### config.mk
export PLATFORM = sky130hd
export DESIGN_NAME = creditFifo
export DESIGN_NICKNAME = d
export VERILOG_FILES = /design/src/creditFifo.sv
export SDC_FILE = /design/constraint.sdc
export NUM_CORES = 1
export LEC_CHECK = 0
export ABC_AREA = 1
export BUFFER_PORTS_ARGS = -buffer_cell sky130_fd_sc_hd__buf_2
export CAP_MARGIN = 20
export CELL_PAD_IN_SITES_DETAIL_PLACEMENT = 1
export CELL_PAD_IN_SITES_GLOBAL_PLACEMENT = 2
export CORE_ASPECT_RATIO = 0.9
export CORE_UTILIZATION = 25
export CTS_CLUSTER_SIZE = 28
export DETAILED_ROUTE_END_ITERATION = 7
export GPL_ROUTABILITY_DRIVEN = 0
export HOLD_SLACK_MARGIN = 0.05
export PLACE_DENSITY_LB_ADDON = 0.15
export SLEW_MARGIN = 0
export SYNTH_ARGS = -nofsm -noshare
export SYNTH_HDL_FRONTEND = slang
export SYNTH_SLANG_ARGS = --single-unit
export TNS_END_PERCENT = 30
### constraint.sdc
create_clock -name clk -period 2.7 [get_ports clk]
set_input_delay 0.81 -clock clk [delete_from_list [all_inputs] [get_ports clk]]
set_output_delay 0.81 -clock clk [all_outputs]
set_load 0.01 [all_outputs]
### src/creditFifo.sv
`timescale 1ns/1ps
`default_nettype none

module creditFifo #(
  parameter type itemT = logic [7:0],
  parameter int  Depth = 4,
  parameter bit  Gated = 1'b0  // Output held back by credit count
) (
  input  wire                          clk,
  input  wire                          rstN,
  input  wire                          pushValid,
  input  wire itemT                    pushItem,
  input  wire                          popReady,
  output logic                         popValid,
  output itemT                         popItem,
  output logic [$clog2(Depth+1)-1:0]   freeSlots,
  input  wire                          creditIn,
  output logic                         creditOut
);

  localparam int PtrWidth = (Depth > 1) ? $clog2(Depth) : 1;
  localparam int CntWidth = $clog2(Depth + 1);

  itemT                store [Depth];
  logic [PtrWidth-1:0] wrPtr;
  logic [PtrWidth-1:0] rdPtr;
  logic [CntWidth-1:0] count;
  logic [15:0]         credits;  // Granted but not yet spent
  logic                doPop;

  function automatic logic [PtrWidth-1:0] nextPtr(input logic [PtrWidth-1:0] p);
    nextPtr = (p == PtrWidth'(Depth - 1)) ? '0 : p + 1'b1;
  endfunction

  assign popValid  = (count != '0) && (!Gated || credits != '0);
  assign doPop     = popValid && popReady;
  assign popItem   = store[rdPtr];
  assign freeSlots = CntWidth'(Depth) - count;
  assign creditOut = doPop;  // One credit back per released entry

  always_ff @(posedge clk or negedge rstN) begin
    if (!rstN) begin
      wrPtr   <= '0;
      rdPtr   <= '0;
      count   <= '0;
      credits <= '0;
    end else begin
      if (pushValid) wrPtr <= nextPtr(wrPtr);
      if (doPop) rdPtr <= nextPtr(rdPtr);
      count <= count + CntWidth'(pushValid) - CntWidth'(doPop);
      if (Gated) credits <= credits + 16'(creditIn) - 16'(doPop);
    end
  end

  always_ff @(posedge clk) begin
    if (pushValid) store[wrPtr] <= pushItem;
  end

  // Producer must hold a credit, so the queue is never overrun
  noPushWhenFull: assert property (@(posedge clk) disable iff (!rstN)
    pushValid |-> count != CntWidth'(Depth))
    else $error("creditFifo: push into full queue");

  // Consumer only takes what is offered
  noPopWhenEmpty: assert property (@(posedge clk) disable iff (!rstN)
    (!Gated && popReady) |-> popValid)
    else $error("creditFifo: pop from empty queue");

endmodule

`default_nettype wire

==> results.md <==
* Status: completed
* CP max stage cell: dfrtp_1
* Worst setup margin at between 300 and 400 ps
* Skew-Pair Late Insertion Delay at ~280 ps
* Row cnt at 29
* # DRC at 0
* Drt pass-1 iters at 3
* Vias in the first global route at roughly 1200
* Starting Density at 0.259
* Post-CTS setup buffer count at 0
* Htree depth at 2
* Clock skew at about 4.7 ps
* GR Layer Usage met2 at 0.176
* Slew Limit Fails at 0
* CTS-repair resized insts at 0
* Most frequent cells in the layout: 57 x nand2_1, 50 x inv_1, 32 x edfxtp_1
* Antenna violation net count after detailed routing at 0
* Crit path DAT at between 1500 and 2000 ps
* Routing usage on met1 at 0.116
* CTS tree: built
* Hold_buf cts at 0
* Crit path cell chain: inv_1 > ha_1 > ha_1 > inv_1 > nand2_1 > inv_1 > buf_2
* #FFs+latches synth at 39
* Reg clk slew, reported paths at 70 ps
* Warnings, synthesis at 0
* Synth-to-Final Area Change at 17.4%
* GRT Resource Usage Total at 0.101
* Vias at about 1200
* CP dominant cell by count: inv_1
* Hold Fails Final Rpt at 0
* Worst Hold Class: in -> async
* Syn_nets at ~210
* Nets at between 200 and 250
* Max incr delay on CP at about 400 ps
* Rel. slew slack at 0.681
* Worst reg2reg startpoint: count[1]
* CTS Buf Count at 5
* Die area at ~0.0076 mm2
* Fraction of layout cells with a size suffix above 1 at 0.160
* Synth Area per Inst at 9.96 um2
* Max Cap Viol at 0
* Final TNS setup at 0 ps
* Avg Vias per Cell at about 3.8
* Required time of the worst setup path at about 1900 ps
* Final worst path period need at about 2300 ps
* Clock Root Buffer: clkbuf_8
* Synth area leaders: edfxtp_1 53%, nand2_1 12%, inv_1 10%
* Average wire per standard cell at 11.3 um
* Setup CP Type: reg -> out
* Final setup violation count at 0
* Overflow after GRT at 0
* Final period util at 0.864
* Clock sink total at 39
* Initial drt markers at 18
* Top-area cell type share of the netlist area at 0.527
* Post-Route WL at 3.44 mm
* Core Region at 0.00704 mm2
* Max VDD drop at about 0.00026 V
* Die X at ~90 um
* Synth unique cells at 13
* Pwr Density at about 1000 mW/mm2
* Antenna violations before repair at 0
* Maximum fanout along the worst path at 4
* Critical Path Source: count[1]
* GR peak layer: met2
* Synthesized area at approximately 0.0018 mm2
* Port Buf Inserts at 24
* First-pass GRT wire length at ~6 mm
* Max Fclk at about 430 MHz
* RSZ-0062 raised after global routing: false
* Post-DP HPWL at 2.65 mm
* Post-synthesis sequential area ratio at 0.623
* I/O pin count at 26
* Measured slew at the worst slew-check pin at between 400 and 500 ps
* Clock Path Buffers at 2
* Commonest non-fill, non-tap cell in the layout: nand2_1
* Die height at around 83 um
* Number of inserted diodes at 0
* GR Layer Usage met3 at 0.0311
* Critical path endpoint category: primary output
* Critical Path Start Type: flip-flop
* Leak at 1.07 nW
* Largest net degree at the start of global routing at 18
* Mapped Cells at ~180
* Largest area contributor in the netlist: edfxtp_1
* Setup WS pre-CTS at 422 ps
## per-stage QoR
stage               total power [mW]  cell area [um2]   util  instances  hold slack [ps]
floorplan                       1.46             1820      -        183              514
global placement                1.70             2030  0.289        297              548
detailed placement              1.74             2030  0.289        297              576
CTS                             2.20             2140  0.304        305              355
global route                    2.35             2140  0.304        305              350
finish                          2.15             2140  0.304        305              357
## flip-flops by register name (all words and copies together) (netlist names)
name / cells
store: 32
rdPtr: 2
wrPtr: 2
count: 3
## final timing paths
path,slack [ps],cells after the start,to
worst min-delay path,360,1,wrPtr[0]
worst max register to register,500,13,count[2]
worst min register to register,580,3,count[2]
min in group clk,580,3,count[2]
max in group asynchronous,2170,1,rdPtr[1]
worst max-delay path,370,7,creditOut
## synthesized netlist by cell type (all sizes together)
cell / instances
nand2: 57
inv: 51
edfxtp: 32
nand3: 17
ha: 9
dfrtp: 7
buf: 5
o21ai: 3
fa: 1
nor2: 1
## cell type report
class                           count  area [um2]
Clock buffer                        5        68.8
Clock inverter                      3        38.8
Tap cell                           93         116
Sequential cell                    39        1140
Timing Repair Buffer               26         135
Fill cell                         836        4900
Multi-Input combinational cell     88         450
Inverter                           51         194
## where the power goes
| part | total [mW] | switching (mW) | leakage, nW | internal (mW) |
|---|---|---|---|---|
| combinational | 0.822 | 0.519 | 0.641 | 0.303 |
| clock | 0.452 | 0.182 | 0.0556 | 0.270 |
| sequential | 0.875 | 0.0820 | 0.378 | 0.793 |
| total | 2.15 | 0.782 | 1.07 | 1.37 |
## critical path, delay by kind of cell, from the launching register on
| kind | cells | cell delay (ps) |
|---|---|---|
| flip-flops | 1 | 400 |
| adder cells (fa/ha/maj) | 2 | 350 |
| buffers and inverters | 4 | 390 |
| AND/OR/NAND/NOR | 1 | 90 |
## cell families (layout without fill, tap and decap cells)
| logic type | after synthesis | after routing | synth area share |
|---|---|---|---|
| DFF | 39 | 39 | 0.623 |
| buffers and inverters | 56 | 85 | 0.130 |
| and+or+nand+nor | 75 | 75 | 0.166 |
| AOI/OAI and AO/OA | 3 | 3 | 0.00823 |
| adders and majority gates | 10 | 10 | 0.0728 |
## per-layer routing
metal  vias up  share of wire
met4         0          0.013
met5         -              0
met3         4          0.032
met2        17           0.51
met1       543           0.45
li1        609              -
Note: power is estimated with default switching activity, not from simulation.
