**src/memMapPkg.sv**
```systemverilog
`default_nettype none

package memMapPkg;

  // Byte address space of the data memory
  localparam int AddrWidth = 10;
  localparam int MemDepth  = 1024;

  typedef logic [AddrWidth-1:0] addrT;

  // Stack pointer value for an empty stack
  localparam logic [31:0] EmptySp = 32'hffff_ffff;

  // Default stack regions, inclusive on both ends
  localparam logic [31:0] DefUserStackStart = 32'd101;
  localparam logic [31:0] DefUserStackEnd   = 32'd106;
  localparam logic [31:0] DefPrivStackStart = 32'd107;
  localparam logic [31:0] DefPrivStackEnd   = 32'd112;

endpackage

`default_nettype wire

```
**src/accessPkg.sv**
```systemverilog
`default_nettype none

package accessPkg;

  typedef enum logic [2:0] {
    opNop,
    opPush,
    opPop,
    opLoad,
    opStore
  } opT;

  typedef enum logic [1:0] {
    size1,
    size2,
    size4
  } sizeT;

  typedef enum logic [1:0] {
    stOk,
    stOverflow,
    stUnderflow
  } statusT;

  // Host request, 48 bits
  typedef struct packed {
    opT               op;
    sizeT             size;
    logic             priv;   // Selects privileged stack
    memMapPkg::addrT  addr;
    logic [31:0]      data;
  } accessReqT;

  // Response to host, 37 bits
  typedef struct packed {
    opT          op;
    statusT      status;
    logic [31:0] data;
  } accessRspT;

  // What the handler asks of memory and pointer bank
  typedef struct packed {
    memMapPkg::addrT [3:0] lanes;
    logic [3:0]            laneEn;
    logic                  wrEn;
    logic [31:0]           nextSp;
    logic                  spWrite;
    statusT                status;
  } addrPlanT;

endpackage

`default_nettype wire

```
**src/accessEngine.sv**
```systemverilog
`timescale 1ns/1ps
`default_nettype none

module accessEngine #(
  parameter int RspDepth = 4
) (
  input  wire                           clk,
  input  wire                           rstN,
  input  wire                           reqValid,
  input  wire accessPkg::accessReqT     req,
  output logic                          reqPop,
  input  wire [$clog2(RspDepth+1)-1:0]  rspSlots,
  output logic                          rspPush,
  output accessPkg::accessRspT          rsp,
  input  wire accessPkg::addrPlanT      plan,
  output accessPkg::accessReqT          curReq,
  output logic                          spWrite,
  output logic [3:0]                    memEn,
  output logic                          memWr,
  input  wire [31:0]                    rdData
);

  import accessPkg::*;

  typedef enum logic {sIdle, sAccess} stateT;

  stateT  state;
  logic   rspPend;    // Response goes out this cycle
  statusT rspStatus;

  // A pending response still needs its slot
  assign reqPop = (state == sIdle) && reqValid && (int'(rspSlots) > int'(rspPend));

  always_ff @(posedge clk or negedge rstN) begin
    if (!rstN) begin
      state   <= sIdle;
      rspPend <= 1'b0;
    end else begin
      rspPend <= (state == sAccess);
      case (state)
        sIdle:   if (reqPop) state <= sAccess;
        default: state <= sIdle;
      endcase
    end
  end

  always_ff @(posedge clk) begin
    if (reqPop) curReq <= req;
    if (state == sAccess) rspStatus <= plan.status;  // SP moves at this edge
  end

  assign spWrite = (state == sAccess) && plan.spWrite;
  assign memEn   = (state == sAccess) ? plan.laneEn : 4'b0000;
  assign memWr   = (state == sAccess) && plan.wrEn;
  assign rspPush = rspPend;

  always_comb begin
    rsp.op     = curReq.op;
    rsp.status = rspStatus;
    case (curReq.op)
      opPop:   rsp.data = {24'h0, rdData[7:0]};
      opLoad:  rsp.data = rdData;
      default: rsp.data = 32'h0;
    endcase
  end

  // Slot reserved at pop time is still free when the response lands
  slotOnPush: assert property (@(posedge clk) disable iff (!rstN)
    rspPush |-> rspSlots != '0)
    else $error("accessEngine: response pushed with no free slot");

endmodule

`default_nettype wire

```
**config.mk**
```make
export PLATFORM = sky130hd
export DESIGN_NAME = accessEngine
export DESIGN_NICKNAME = d
export VERILOG_FILES = /design/src/memMapPkg.sv /design/src/accessPkg.sv /design/src/accessEngine.sv
export SDC_FILE = /design/constraint.sdc
export NUM_CORES = 1
export LEC_CHECK = 0
export BUFFER_PORTS_ARGS = -buffer_cell sky130_fd_sc_hd__buf_4
export CAP_MARGIN = 20
export CORE_AREA = 2 2 100 102
export DETAILED_ROUTE_END_ITERATION = 8
export DIE_AREA = 0 0 102 104
export SETUP_SLACK_MARGIN = 0.5
export SYNTH_ARGS = -nofsm -noshare
export SYNTH_HDL_FRONTEND = slang
export SYNTH_SLANG_ARGS = --single-unit
```
**constraint.sdc**
```tcl
create_clock -name clk -period 4.2 [get_ports clk]
set_clock_uncertainty 0.2 [all_clocks]
set_input_delay 0.42 -clock clk [delete_from_list [all_inputs] [get_ports clk]]
set_output_delay 0.42 -clock clk [all_outputs]
set_load 0.01 [all_outputs]
```
==> flow_summary.yaml <==
power:
  ir_drop_uv: 143.2
  leakage_nw: 1.632
  finalPower_mw: 1.107
  cellPowerDensity_nw_per_um2: 310.9
yosys:
  yosys.area.top_type_share_pct: 77.52
  syn_inst: 103
  synthesis.area_um2: 1937
  syn-num-nets: 270
  yosysTopAreaCell: "edfxtp_1"
  synth_area_leaders: "edfxtp_1 78%, and2_1 6.5%, and2_4 6.3%"
  ys_seq_elements: 52
  avgSynthCellArea_um2: 18.80
  ys_types: 13
  yosysSeqAreaShare_pct: 80.10
  synth_warnings: 0
floorplanning:
  rows: 36
  core_region_area_um2: 9549
  die_w_um: 102
  start_util_pct: 20.28
  die_height_um: 104
  die_area_um2: 10610
  io_pins: 259
sta:
  max_freq_mhz: 402.9
  drv_slew: 0
  hold_viol: 0
  tightest_slew_ns: 0.5504
  finalCritPeriodShare_pct: 59.09
  period_needed_ns: 2.482
  setup_slack_ns: 1.718
  setup_violations: 0
  setup_tns_ns: 0
  slew-limit-headroom_pct: 63.31
  worst_hold_slack_ns: 0.08911
  grt_setup_unrepaired: "false"
setup_path:
  cp_max_fo: 23
  reg2regPathDepth: 4
  required_ns: 3.58
  max_stage_delay_ns: 0.54
  path_cells: "ha_1 > nor2_1 > o311a_2 > buf_4"
  reg2reg_slack_ns: 1.87
  crit_arrival_ns: 1.86
  critPathLaunchType: "flop"
  cpMaxStageDelayCell: "o311a_2"
  reg2reg_from: "rspPush"
  reg2reg_to: "curReq[6]"
  end_kind: "primary output"
  critical_path_class: "flop to primary output"
drt:
  wl_met3_um: 794
  num_vias: 1583
  drt_iter0_drc: 18
  top_layer: "met4"
  dr.pass1.iters: 2
  wl_per_cell_um: 12.39
  viasPerCell: 3.707
  drc: 0
  wl_met1_um: 1698
  ant_nets: 0
  wl_met2_um: 2746
  wirelength_um: 5291
place:
  gp_congestion: 0.6514
  dp_hpwl_um: 4269
  io_buffers: 186
  dp_slack_ns: 1.652
  dpl_cell_area_um2: 3463
  dp.cells: 418
cts:
  cts_setup_buffers: 0
  cts_buffer_depth: 2
  root_buffer: "clkbuf_8"
  numCtsBuffers: 5
  clk_pin_slew_ns: 0.09
  cts_tree: "built"
  htree_levels: 2
  cts_sinks: 52
  insertion_delay_ns: 0.30
grt:
  grt_use_total_pct: 9.150
  grt_max_degree: 28
  antenna_found_initial: 0
  grt_pass1_vias: 1565
  grt_pass1_wl_um: 7514
  grt_overflow: 0
cells_and_area:
  final_cell_mix: "187 x buf_4, 50 x edfxtp_1, 20 x and2_1"
  nets: 460
  fin_util_pct: 37.29
  fin_cells: 427
  drive_gt1_share_pct: 73.13
  area_growth_pct: 83.85
  final_area_um2: 3561
  antennaDiodeCount: 0
  layout_commonest_cell: "buf_4"
  nFillCells: 969
hold_path:
  hold_path_depth: 1
  min_to: "curReq[45]"
  hold_path.class: "input pin to flop"
  min_from: "req[45]"
status:
  status: "completed"
run:
  cap_violations: 0
## state kept, by name, indices dropped and copies added, names as in the netlist
register and flops:
curReq 48, rspPush 1, rspStatus 2, state 1
## area by class of cell
class / count / area [µm²] / share of cell area (%)
Sequential cell: 52 / 1551 / 43.57
Timing Repair Buffer: 188 / 1414 / 39.70
Multi-Input combinational cell: 44 / 334.1 / 9.382
Tap cell: 133 / 166.4 / 4.673
Clock buffer: 5 / 68.82 / 1.933
Clock inverter: 3 / 18.77 / 0.5271
Inverter: 2 / 7.507 / 0.2108
## synthesized netlist by cell type
master and number:
and2b_2 1, buf_6 2, and2_1 20, and2_4 14
edfxtp_1 50, o311a_1 2, and3b_2 1, inv_1 2
buf_4 3, and2_2 4, nor2_1 1, dfrtp_1 2
ha_1 1
## worst max-delay path: cells and delay by family, from the launching register on
kind | cells | cell delay (ns)
AOI/OAI and AO/OA | 1 | 0.54
and+or+nand+nor | 1 | 0.14
buffers and inverters | 1 | 0.22
adders and majority gates | 1 | 0.27
DFF | 1 | 0.39
## how the worst max path moves through the flow
stage / startpoint / end / slack (ns) / depth (start not counted)
5_1_grt: rspPush / reqPop / 1.54 / 4
2_1_floorplan: rspSlots[0] / reqPop / 1.43 / 4
3_3_place_gp: rspSlots[0] / curReq[44] / 1.66 / 6
6_report: rspPush / reqPop / 1.72 / 4
3_5_place_dp: rspSlots[0] / curReq[4] / 1.65 / 6
4_1_cts: rspPush / reqPop / 1.65 / 4
## timing repair
| item | in CTS | in global routing |
|---|---|---|
| gates resized for setup | 0 | 0 |
| endpoints found under the hold margin | 2 | 0 |
| hold buffers | 1 | 0 |
## per-layer routing
| metal | global-route usage [%] | vias to the layer above |
|---|---|---|
| li1 | - | 740 |
| met1 | 8.458 | 711 |
| met2 | 17.58 | 126 |
| met3 | 4.234 | 6 |
| met4 | 2.286 | 0 |
| met5 | 0 | - |
## report_power, final
part | switching [mW] | total [mW] | internal [mW]
combinational | 0.0810 | 0.206 | 0.125
clock | 0.162 | 0.277 | 0.115
sequential | 0.0117 | 0.623 | 0.612
total | 0.255 | 1.11 | 0.852
## logic make-up after synthesis
logic type / after synthesis / synth area share [%]
simple gates: 41 / 15.50
buf+inv: 7 / 2.713
flops: 52 / 80.10
compound gates: 2 / 1.034
fa+ha+maj: 1 / 0.6459
(Power assumes the default switching activity.)
