File: src/memMapPkg.sv
`default_nettype none

package memMapPkg;

  // Byte address space of the data memory
  localparam int AddrWidth = 10;
  localparam int MemDepth  = 1024;

  typedef logic [AddrWidth-1:0] addrT;

  // Stack pointer value for an empty stack
  localparam logic [31:0] EmptySp = 32'hffff_ffff;

  // Default stack regions, inclusive on both ends
  localparam logic [31:0] DefUserStackStart = 32'd101;
  localparam logic [31:0] DefUserStackEnd   = 32'd106;
  localparam logic [31:0] DefPrivStackStart = 32'd107;
  localparam logic [31:0] DefPrivStackEnd   = 32'd112;

endpackage

`default_nettype wire

File: src/accessPkg.sv
`default_nettype none

package accessPkg;

  typedef enum logic [2:0] {
    opNop,
    opPush,
    opPop,
    opLoad,
    opStore
  } opT;

  typedef enum logic [1:0] {
    size1,
    size2,
    size4
  } sizeT;

  typedef enum logic [1:0] {
    stOk,
    stOverflow,
    stUnderflow
  } statusT;

  // Host request, 48 bits
  typedef struct packed {
    opT               op;
    sizeT             size;
    logic             priv;   // Selects privileged stack
    memMapPkg::addrT  addr;
    logic [31:0]      data;
  } accessReqT;

  // Response to host, 37 bits
  typedef struct packed {
    opT          op;
    statusT      status;
    logic [31:0] data;
  } accessRspT;

  // What the handler asks of memory and pointer bank
  typedef struct packed {
    memMapPkg::addrT [3:0] lanes;
    logic [3:0]            laneEn;
    logic                  wrEn;
    logic [31:0]           nextSp;
    logic                  spWrite;
    statusT                status;
  } addrPlanT;

endpackage

`default_nettype wire

File: src/memoryAddressHandler.sv
`timescale 1ns/1ps
`default_nettype none

module memoryAddressHandler #(
  parameter logic [31:0] UserStackStart = memMapPkg::DefUserStackStart,
  parameter logic [31:0] UserStackEnd   = memMapPkg::DefUserStackEnd,
  parameter logic [31:0] PrivStackStart = memMapPkg::DefPrivStackStart,
  parameter logic [31:0] PrivStackEnd   = memMapPkg::DefPrivStackEnd
) (
  input  wire accessPkg::accessReqT req,
  input  wire [31:0]                sp,
  output accessPkg::addrPlanT       plan
);

  import memMapPkg::*;
  import accessPkg::*;

  logic [31:0] regStart;
  logic [31:0] regEnd;
  logic [31:0] spDec;
  logic        lanesClash;

  // Region of the active mode
  assign regStart = req.priv ? PrivStackStart : UserStackStart;
  assign regEnd   = req.priv ? PrivStackEnd : UserStackEnd;
  assign spDec    = sp - 32'd1;

  always_comb begin
    plan        = '0;
    plan.nextSp = sp;
    plan.status = stOk;
    // Byte k sits below the base address, wrapping at zero
    for (int k = 0; k < 4; k++) begin
      plan.lanes[k] = req.addr - addrT'(k);
    end

    case (req.op)
      opPush: begin
        if (sp == EmptySp) begin  // First item goes to the top
          plan.lanes[0] = regEnd[AddrWidth-1:0];
          plan.laneEn   = 4'b0001;
          plan.wrEn     = 1'b1;
          plan.nextSp   = regEnd;
          plan.spWrite  = 1'b1;
        end else if (sp > regStart && sp <= regEnd) begin
          plan.lanes[0] = spDec[AddrWidth-1:0];
          plan.laneEn   = 4'b0001;
          plan.wrEn     = 1'b1;
          plan.nextSp   = spDec;
          plan.spWrite  = 1'b1;
        end else begin
          plan.status = stOverflow;  // Stack full, nothing written
        end
      end
      opPop: begin
        plan.spWrite = 1'b1;
        if (sp >= regStart && sp < regEnd) begin
          plan.lanes[0] = sp[AddrWidth-1:0];
          plan.laneEn   = 4'b0001;
          plan.nextSp   = sp + 32'd1;
        end else if (sp == regEnd) begin  // Last item
          plan.lanes[0] = regEnd[AddrWidth-1:0];
          plan.laneEn   = 4'b0001;
          plan.nextSp   = EmptySp;
        end else begin
          plan.nextSp = EmptySp;
          plan.status = stUnderflow;
        end
      end
      opLoad, opStore: begin
        case (req.size)
          size2:   plan.laneEn = 4'b0011;
          size4:   plan.laneEn = 4'b1111;
          default: plan.laneEn = 4'b0001;
        endcase
        plan.wrEn = (req.op == opStore);
      end
      default: ;
    endcase
  end

  always_comb begin
    lanesClash = 1'b0;
    for (int i = 0; i < 4; i++) begin
      for (int j = i + 1; j < 4; j++) begin
        if (plan.laneEn[i] && plan.laneEn[j] && plan.lanes[i] == plan.lanes[j]) begin
          lanesClash = 1'b1;
        end
      end
    end
  end

  // Two enabled lanes on one byte would make the write order matter
  always_comb begin
    assert (!lanesClash) else $error("memoryAddressHandler: duplicate lane address");
  end

endmodule

`default_nettype wire

File: config.mk
export PLATFORM = sky130hd
export DESIGN_NAME = memoryAddressHandler
export DESIGN_NICKNAME = d
export VERILOG_FILES = /design/src/memMapPkg.sv /design/src/accessPkg.sv /design/src/memoryAddressHandler.sv
export SDC_FILE = /design/constraint.sdc
export NUM_CORES = 1
export LEC_CHECK = 0
export ABC_AREA = 1
export CORE_MARGIN = 4
export CORE_UTILIZATION = 40
export DETAILED_ROUTE_END_ITERATION = 7
export DONT_BUFFER_PORTS = 1
export PLACE_DENSITY_LB_ADDON = 0.3
export REMOVE_ABC_BUFFERS = 1
export SYNTH_ARGS = -nofsm -noshare
export SYNTH_HDL_FRONTEND = slang
export SYNTH_SLANG_ARGS = --single-unit
File: constraint.sdc
create_clock -name vclk -period 4.5
set_input_delay 1.125 -clock vclk [all_inputs]
set_output_delay 1.125 -clock vclk [all_outputs]
set_load 0.05 [all_outputs]
==> flow_summary.toml <==
[die]
die-area_sq_um = 7190
start_util_pct = 42.0
ios = 160
die_x_microns = 84.8
rows = 27
core_area_sq_um = 5610
fp.dieH_microns = 84.8

[critical_path]
start_kind = "input pin"
worstSetupPathType = "input pin to primary output"
crit_required_ns = 3.38
path_max_fanout = 18
cp-end-kind = "primary output"
crit_arrival_ns = 3.16

[grt]
met3_usage_pct = 2.16
grt_use_total_pct = 21.3
overflow = 0
antenna_found_initial = 0
grt_pass1_vias = 2837
grt_pass1_wl_microns = 13400
use_met1_pct = 26.9
grtUsageMet2_pct = 39.9
top_usage_layer = "met2"
grt_max_degree = 32

[job]
drv_cap = 0

[timing]
tightest_slew_ns = 0.916
finalSetupViolations = 0
rsz0062_at_grt = "no"
fmax_ghz = 0.233
maxSlewViolCount = 0
fin_crit_sh_pct = 95.3
finalCriticalPeriod_ns = 4.29
whs_ns = 2.25
slew_headroom_pct = 38.7
hold_violations = 0
setup_tns_ns = 0

[detailed_routing]
wire_per_inst_microns = 13.9
viasPerCell = 5.30
routed_wl_microns = 8080
ant_nets = 0
dr.pass1.iters = 5
vias = 3082
drt_iter0_markers = 236
drc = 0

[yosys]
ys_seq_area_share_pct = 0
ys_warn_count = 0
postSynthAreaPerCell_sq_um = 5.16
syn-cell-area_sq_um = 2360
synth_cells = 457
synth_cell_type_count = 30

[final_layout]
seq_area_sq_um = 0
n_clock_buffer = 0
seq_cells = 0
layout.nets = 606
fin_area_sq_um = 2990
fill_cells = 590
drive_gt1_share_pct = 20.6
n_antenna_cell = 0
syn_to_final_growth_pct = 27.0

[clock_tree]
postCtsHoldBufs = 0
post_cts_buffers = 0
cts_resized = 0

[place]
place_area_sq_um = 2990
dp_hpwl_microns = 6670
place.gp.congestion = 0.926
place.port_buffers = 0

[status]
status = "complete, no violations"

[min_path]
hp-class = "input pin to primary output"

[power]
p_leak_nw = 1.58
vdd_drop_max_v = 0.0000788
power_mw = 0.473
power_density_nw_per_um2 = 158
==> final timing paths <==
check	depth (start not counted)	slack [ns]	from	to
setup / recovery	11	0.21	req[42]	plan[2]
hold / removal	0	2.25	req[32]	plan[60]
==> layout make-up <==
type | count | area [sq um] | area share, %
tap | 72 | 90.1 | 3.01
multi-input combinational | 373 | 1990 | 66.6
timing repair buffer | 72 | 666 | 22.2
inverter | 65 | 245 | 8.19
==> per-stage QoR <==
step	std cells	util, %	worst slack [ns]
finish	582	53.4	0.211
global route	582	53.4	0.0420
CTS	582	53.4	0.233
detailed placement	582	53.4	0.241
global placement	582	53.4	0.278
floorplan	438	-	-0.194
==> report_power, final <==
group          total [mW]  switching (mW)  leakage [nW]  internal (mW)
clock network           0               0             0              0
registers               0               0             0              0
logic               0.473           0.334          1.58          0.139
total               0.473           0.334          1.58          0.139
==> cells by family (layout without fill, tap and decap cells) <==
logic type | count (synthesis) | in the layout | synth area share [%]
xor+xnor | 26 | 26 | 9.66
buf+inv | 84 | 137 | 15.6
simple gates | 296 | 296 | 57.0
fa+ha+maj | 14 | 14 | 7.43
mux | 1 | 1 | 0.478
compound gates | 36 | 36 | 9.93
==> synth_stat cells (2+ instances only) <==
master,count,area share [%]
buf_2,4,0.85
buf_4,6,1.9
buf_6,3,1.4
clkbuf_1,6,0.96
clkinv_1,4,0.64
ha_1,14,7.4
inv_1,53,8.4
inv_2,7,1.1
nand2_1,149,24
nand2_2,4,1.1
nand3_1,71,15
nand3_4,3,2.2
nand4_1,8,2.1
nor2_1,40,6.4
nor2_2,7,1.9
nor2_4,4,1.9
nor3_1,7,1.5
nor3_2,2,0.85
o211ai_1,12,3.8
o21a_1,2,0.64
o21ai_0,14,3.0
o21ai_1,4,0.85
o21ai_2,2,0.74
xnor2_1,2,0.74
xor2_1,24,8.9
==> critical path, cell delays in order <==
cell     delay (ns)
inv_1          0.16
ha_1           0.30
inv_1          0.09
nand2_1        0.05
nor2_1         0.09
nand2_1        0.14
a21oi_4        0.30
nand3_4        0.26
nand2_1        0.12
nand2_1        0.10
nand2_1        0.41
==> layer usage <==
metal / up-vias / share of wire, %
li1: 1562 / -
met1: 1401 / 41
met2: 115 / 51
met3: 4 / 7.6
met4: 0 / 0.51
met5: - / 0
==> placed cells by master (no fill, tap or decap) <==
cell type,n
clkinv_1,4
nor2_4,4
nand2_1,149
mux2_2,1
o21a_1,2
inv_1,53
o21ai_2,2
o211ai_1,12
nand3_4,3
xor2_1,24
nand4_1,8
nand3_1,71
buf_12,10
nor2_1,39
nor4_1,1
nor3_2,2
o21ai_0,12
clkinv_2,1
a21oi_1,1
nand2_2,4
xnor2_1,2
inv_2,7
buf_4,62
a21oi_4,1
nor2_2,8
o21ai_1,6
ha_1,14
nor3_1,7
Note: power is estimated with default switching activity, not from simulation.
