<file path="src/memMapPkg.sv">
`default_nettype none

package memMapPkg;

  // Byte address space of the data memory
  localparam int AddrWidth = 10;
  localparam int MemDepth  = 1024;

  typedef logic [AddrWidth-1:0] addrT;

  // Stack pointer value for an empty stack
  localparam logic [31:0] EmptySp = 32'hffff_ffff;

  // Default stack regions, inclusive on both ends
  localparam logic [31:0] DefUserStackStart = 32'd101;
  localparam logic [31:0] DefUserStackEnd   = 32'd106;
  localparam logic [31:0] DefPrivStackStart = 32'd107;
  localparam logic [31:0] DefPrivStackEnd   = 32'd112;

endpackage

`default_nettype wire

</file>
<file path="src/pointerBank.sv">
`timescale 1ns/1ps
`default_nettype none

module pointerBank #(
  parameter logic [31:0] UserStackStart = memMapPkg::DefUserStackStart,
  parameter logic [31:0] UserStackEnd   = memMapPkg::DefUserStackEnd,
  parameter logic [31:0] PrivStackStart = memMapPkg::DefPrivStackStart,
  parameter logic [31:0] PrivStackEnd   = memMapPkg::DefPrivStackEnd
) (
  input  wire        clk,
  input  wire        rstN,
  input  wire        priv,
  output logic [31:0] sp,
  input  wire        spWrite,
  input  wire [31:0] nextSp
);

  import memMapPkg::*;

  logic [31:0] userSp;
  logic [31:0] privSp;

  always_ff @(posedge clk or negedge rstN) begin
    if (!rstN) begin
      userSp <= EmptySp;
      privSp <= EmptySp;
    end else if (spWrite) begin
      if (priv) privSp <= nextSp;
      else userSp <= nextSp;
    end
  end

  assign sp = priv ? privSp : userSp;

  // Handler rules must keep each pointer within its own region
  userSpInRegion: assert property (@(posedge clk) disable iff (!rstN)
    userSp == EmptySp || (userSp >= UserStackStart && userSp <= UserStackEnd))
    else $error("pointerBank: user SP out of region");

  privSpInRegion: assert property (@(posedge clk) disable iff (!rstN)
    privSp == EmptySp || (privSp >= PrivStackStart && privSp <= PrivStackEnd))
    else $error("pointerBank: privileged SP out of region");

endmodule

`default_nettype wire

</file>
<file path="config.mk">
export PLATFORM = sky130hd
export DESIGN_NAME = pointerBank
export DESIGN_NICKNAME = d
export VERILOG_FILES = /design/src/memMapPkg.sv /design/src/pointerBank.sv
export SDC_FILE = /design/constraint.sdc
export NUM_CORES = 1
export LEC_CHECK = 0
export ABC_AREA = 1
export BUFFER_PORTS_ARGS = -buffer_cell sky130_fd_sc_hd__buf_2
export CORE_UTILIZATION = 42
export CTS_CLUSTER_SIZE = 12
export DETAILED_ROUTE_END_ITERATION = 10
export GPL_TIMING_DRIVEN = 0
export HOLD_SLACK_MARGIN = 0.15
export MAX_ROUTING_LAYER = met4
export PLACE_DENSITY = 0.62
export SYNTH_ARGS = -nofsm -noshare
export SYNTH_HDL_FRONTEND = slang
export SYNTH_SLANG_ARGS = --single-unit
</file>
<file path="constraint.sdc">
create_clock -name clk -period 1.3 [get_ports clk]
set_input_delay 0.26 -clock clk [delete_from_list [all_inputs] [get_ports clk]]
set_output_delay 0.26 -clock clk [all_outputs]
set_load 0.005 [all_outputs]
</file>
==> results of run 1 <==
[power by group through the flow]
stage               registers (mW)  logic [mW]  clock network, mW
finish                        2.56       0.917               1.49
global route                  2.59        1.04               1.60
floorplan                     2.55       0.493                  0
global placement              2.57       0.822                  0
detailed placement            2.58       0.838                  0
CTS                           2.55       0.915               1.52
[timing repair]
item / CTS / global route
setup buffers: 1 / 1
gates resized for setup: 1 / 9
pin swaps: 10 / 17
hold buffers: 30 / 0
hold endpoints to repair: 52 / 0
setup endpoints to repair: 32 / 32
[metal layers]
metal | vias to the layer above | global-route usage
met2 | 73 | 0.345
met4 | 0 | 0.103
met1 | 1348 | 0.310
met5 | - | -
li1 | 1410 | -
met3 | 10 | 0.0341
[cells in the mapped netlist]
master   instances  share of area
inv_1            1         0.0012
buf_4           17          0.042
nand3_1         64           0.11
dfstp_2         64           0.55
nand2_1        226           0.28
buf_2           10          0.017
[area by class of cell]
class,instances,area (um2)
flip-flops and latches,64,1680
clock inverters,3,17.5
inverters,1,3.75
repair buffers,99,653
fillers,668,2880
clock buffers,13,149
multi-input cells,290,1180
plain buffers,27,185
well taps,96,120
[stage by stage]
step	hold WS, ns	power, mW	cells	area [um2]	util
floorplan	0.112	3.04	382	3030	-
global placement	0.449	3.39	545	3490	0.508
detailed placement	0.452	3.42	545	3490	0.508
CTS	0.150	4.99	592	3970	0.577
global route	0.173	5.23	593	3990	0.581
finish	0.156	4.96	593	3990	0.581
[kinds of logic (layout without fill, tap and decap cells)]
logic type,after synthesis,after routing,synth area share
AND/OR/NAND/NOR,290,290,0.385
buffers and inverters,28,143,0.0598
flip-flops,64,64,0.555
[flip-flops by register name, summed over array words and instances (netlist names)]
signal / flops
userSp: 32
privSp: 32
[final timing paths]
check                                 from    endpoint  slack (ns)  cells past startpoint
worst max-delay path             privSp[1]       sp[1]        -0.1                      3
max in group asynchronous             rstN  userSp[24]        0.82                      1
worst min register to register  privSp[27]  privSp[27]        0.46                      2
worst min-delay path            nextSp[23]  privSp[23]        0.16                      3
worst max register to register  userSp[23]  userSp[23]        0.50                      3
min in group asynchronous             rstN  privSp[24]        0.41                      1
[critical path: stages, from the launching register on]
cell and delay, ns:
dfstp_2 0.54, nand2_1 0.05, nand2_1 0.09, buf_2 0.12
==> flow_metrics.tcl, run 1 <==
set metrics [dict create \
    status "complete, but fails checks" \
    violations "setup timing" \
    rsz0062_at_grt "true" \
    sw_frac_of_total 0.278 \
    wl_met2_um 3790 \
    worstMarginPinSlew_ns 0.811 \
    yosysSeqAreaShare 0.555 \
    grt_max_degree 65 \
    fin_ws_ns -0.0968 \
    route.detailed.drc 0 \
    drt-initial-drc-count 177 \
    post_drt_wl_per_cell_um 13.2 \
    worstPathRequired_ns 1.04 \
    power.density_nw_per_um2 1240 \
    cts_made_buffers 9 \
    synth-seq-cells 64 \
    cts-root-buf "clkbuf_8" \
    cp_max_fo 2 \
    final_common_cell "nand2_1" \
    clk_latency_ns 0.34 \
    yosys_warnings 0 \
    clock_sinks 64 \
    dr_wl_met3_um 343 \
    holdCritPathClass "input port to register" \
    final.setup.tns_ns -1.58 \
    critPathLaunchType "register" \
    clockBufferDepth 2 \
    die_w_um 87.0 \
    syn2layout_area_growth_pct 31.7 \
    fp.dieArea_um2 7560 \
    route.layer.met1.wl_um 3610 \
    drive_gt1_frac 0.358 \
    grt_pass1_vias 2633 \
    critPathCaptureType "primary output" \
    crit_type "register to primary output" \
    synth_cells 382 \
    numPortBuffers 67 \
    p_seq_frac 0.515 \
    power.internal_mw 3.58 \
    antenna_found_initial 0 \
    clk_pin_slew_worst_paths_ns 0.07 \
    place_congestion 0.790 \
    pwr-share-clk 0.300 \
    period_share 1.07 \
    dp_worst_setup_slack_ns -0.0833 \
    p_comb_frac 0.185 \
    avgSynthCellArea_um2 7.94 \
    vias_per_cell 4.79 \
    synth_area_um2 3030 \
    grt_use_total 0.230 \
    mostFrequentLayoutCells "221 x nand2_1, 73 x buf_2, 64 x nand3_1, 64 x dfstp_2, 30 x dlygate4sd3_1" \
    io_pins 68 \
    core.rowCount 30 \
    period_needed_ns 1.40 \
    overflow 0 \
    grt_pass1_wl_um 12700 \
    h-tree-depth 3 \
    cap_violations 0 \
    num_vias 2841 \
    hold_viol 0 \
    core-area_um2 6870 \
    p_switching_mw 1.38 \
    peakVddDrop_v 0.000683 \
    ys_types 6 \
    synth_nets 418 \
    fin_nets 528 \
    cp.arrival_ns 1.14 \
    top_layer "met4" \
    max_clock_freq_mhz 716 \
    leakage_nw 2.12 \
    firstDrtPassIters 6 \
    post-dp-hpwl_um 4880 \
    relSlewSlack 0.460 \
    drv_slew 0 \
    tritoncts "built" \
    die_h_um 87.0 \
    postRouteAntennaNets 0 \
    setup_viol 32 \
    start_util 0.441 \
    n_antenna_cell 0 \
    drt_wl_total_um 7850 \
    skew_ns 0 \
]
(Power assumes the default switching activity.)
==> inputs of run 2 (changes only) <==
- CORE_ASPECT_RATIO: default -> 0.75
- MAX_ROUTING_LAYER: met4 -> default
==> run 2 against run 1 <==
Against the previous run:
- the run still ends with setup timing left
- combinational power is 2% higher
- fmax is 1.9% higher
- sequential cell count stayed put
- register-to-register slack hardly changed
- sequential power hardly changed
- clock power is 14% higher
- die area hardly changed
- hold slack better by 0.011 ns
- via count is 1.5% lower
- wire length hardly changed
- cell count is 0.34% lower
- global-route usage is 0.30 points lower
- critical path type unchanged
==> flow_metrics.tcl, run 2 (same netlist as run 1, synthesis figures left out) <==
set metrics [dict create \
    p_switching_mw 1.36 \
    mostFrequentLayoutCells "218 x nand2_1, 71 x buf_2, 64 x nand3_1, 64 x dfstp_2, 25 x buf_4" \
    worstMarginPinSlew_ns 0.785 \
    peakVddDrop_v 0.000706 \
    cpMostUsedCell "nand2_1" \
    critPathTopFamily "flip-flops" \
    setup_viol 32 \
    syn2layout_area_growth_pct 32.0 \
    multi_input_area_um2 1190 \
    cp_cell_sequence "nand2_1, nand2_1, buf_2" \
    clock_sinks 64 \
    dp_worst_setup_slack_ns -0.0850 \
    drt-initial-drc-count 183 \
    dpl.cell_count 547 \
    power.density_nw_per_um2 1300 \
    critPathLaunchType "register" \
    die_w_um 100 \
    io_pins 68 \
    vias_per_cell 4.73 \
    use_met2 0.376 \
    power.internal_mw 3.84 \
    n_antenna_cell 0 \
    r2r_cells 3 \
    fin_nets 524 \
    grt_pass1_wl_um 12900 \
    sw_frac_of_total 0.262 \
    overflow 0 \
    leakage_nw 2.13 \
    cts_made_buffers 9 \
    worstPathRequired_ns 1.04 \
    place_congestion 0.745 \
    final_cell_area_um2 4000 \
    holdCritPathClass "input port to register" \
    nFillCells 694 \
    start_util 0.440 \
    period_share 1.05 \
    core-area_um2 6900 \
    stdcell_count 591 \
    fin_ws_ns -0.0707 \
    drv_slew 0 \
    pwr-share-clk 0.328 \
    cts-root-buf "clkbuf_8" \
    place_area_um2 3490 \
    grt_max_degree 65 \
    cpPeakStageDelay_ns 0.53 \
    firstDrtPassIters 4 \
    drive_gt1_frac 0.373 \
    grt_use_met1 0.300 \
    skew_ns 0 \
    cp_max_fo 2 \
    postRouteAntennaNets 0 \
    crit_type "register to primary output" \
    use_met3 0.0661 \
    cp_num_buf_inv 1 \
    busiest_layer "met2" \
    rsz0062_at_grt "true" \
    num_vias 2798 \
    route.detailed.drc 0 \
    path_depth 3 \
    hold_depth 3 \
    core.rowCount 26 \
    final.setup.tns_ns -1.27 \
    clockBufferDepth 2 \
    die_h_um 75.6 \
    clk_latency_ns 0.33 \
    final_common_cell "nand2_1" \
    p_seq_frac 0.493 \
    antenna_found_initial 0 \
    period_needed_ns 1.37 \
    cp.arrival_ns 1.11 \
    clk_pin_slew_worst_paths_ns 0.07 \
    numPortBuffers 67 \
    fp.dieArea_um2 7570 \
    slowest_stage "dfstp_2" \
    cap_violations 0 \
    status "complete, but fails checks" \
    p_comb_frac 0.180 \
    post_drt_wl_per_cell_um 13.3 \
    post-dp-hpwl_um 5100 \
    violations "setup timing" \
    grt_use_total 0.227 \
    relSlewSlack 0.476 \
    max_clock_freq_mhz 730 \
    h-tree-depth 3 \
    critPathCaptureType "primary output" \
    reg_top3 "privSp x32, userSp x32" \
    drt_wl_total_um 7840 \
    grt_pass1_vias 2759 \
    tritoncts "built" \
    hold_viol 0 \
    seq_area_um2 1680 \
]
## run 2: changes by cell type in the layout (fill, tap and decap cells not counted), sizes merged
| cell | delta |
|---|---|
| clkinvlp | -1 |
| dlygate4sd3 | -6 |
| buf | +2 |
| bufinv | +1 |
## run 2: per-stage QoR
| stage | total power [mW] | hold WS (ns) | util |
|---|---|---|---|
| floorplan | 3.04 | 0.112 | - |
| global placement | 3.39 | 0.450 | 0.506 |
| detailed placement | 3.42 | 0.452 | 0.506 |
| CTS | 5.21 | 0.150 | 0.572 |
| global route | 5.50 | 0.150 | 0.580 |
| finish | 5.20 | 0.167 | 0.580 |
## run 2: final timing paths
path | endpoint | start | slack [ns]
setup / recovery | sp[9] | userSp[9] | -0.07
hold / removal | userSp[30] | nextSp[30] | 0.17
setup reg to reg | privSp[10] | privSp[10] | 0.50
hold reg to reg | userSp[26] | userSp[26] | 0.46
max in group asynchronous | privSp[27] | rstN | 0.83
min in group asynchronous | privSp[5] | rstN | 0.40
## run 2: layout make-up
type                    count  area share
inverters                   1    0.000938
flip-flops and latches     64       0.420
clock inverters             3      0.0100
plain buffers              27      0.0463
repair buffers             95       0.155
clock buffers              13      0.0397
multi-input cells         290       0.297
well taps                  98      0.0306
## run 2: timing repair
action,CTS,global route
hold buffers,24,0
resized for setup,3,10
gates cloned,0,0
endpoints found under the hold margin,39,0
buffers inserted,1,3
endpoints found under the setup margin,32,32
pin swaps,15,14
## run 2: layer usage
metal	part of all wire	wire length [um]	up-vias
li1	-	-	1404
met1	0.47	3650	1315
met2	0.47	3720	77
met3	0.056	438	2
met4	0.0037	29	0
met5	0	0	-
## run 2: tightest hold or removal path, delay by kind of cell
family / cells / cell delay (ns)
buf+inv: 1 / 0.11
simple gates: 2 / 0.13
## run 2: power groups by stage
stage / Clock [mW] / Sequential [mW] / Combinational [mW]
after detailed placement: 0 / 2.58 / 0.842
after CTS: 1.74 / 2.55 / 0.909
after global placement: 0 / 2.57 / 0.824
final: 1.70 / 2.56 / 0.935
after floorplan: 0 / 2.55 / 0.493
after global routing: 1.84 / 2.59 / 1.07
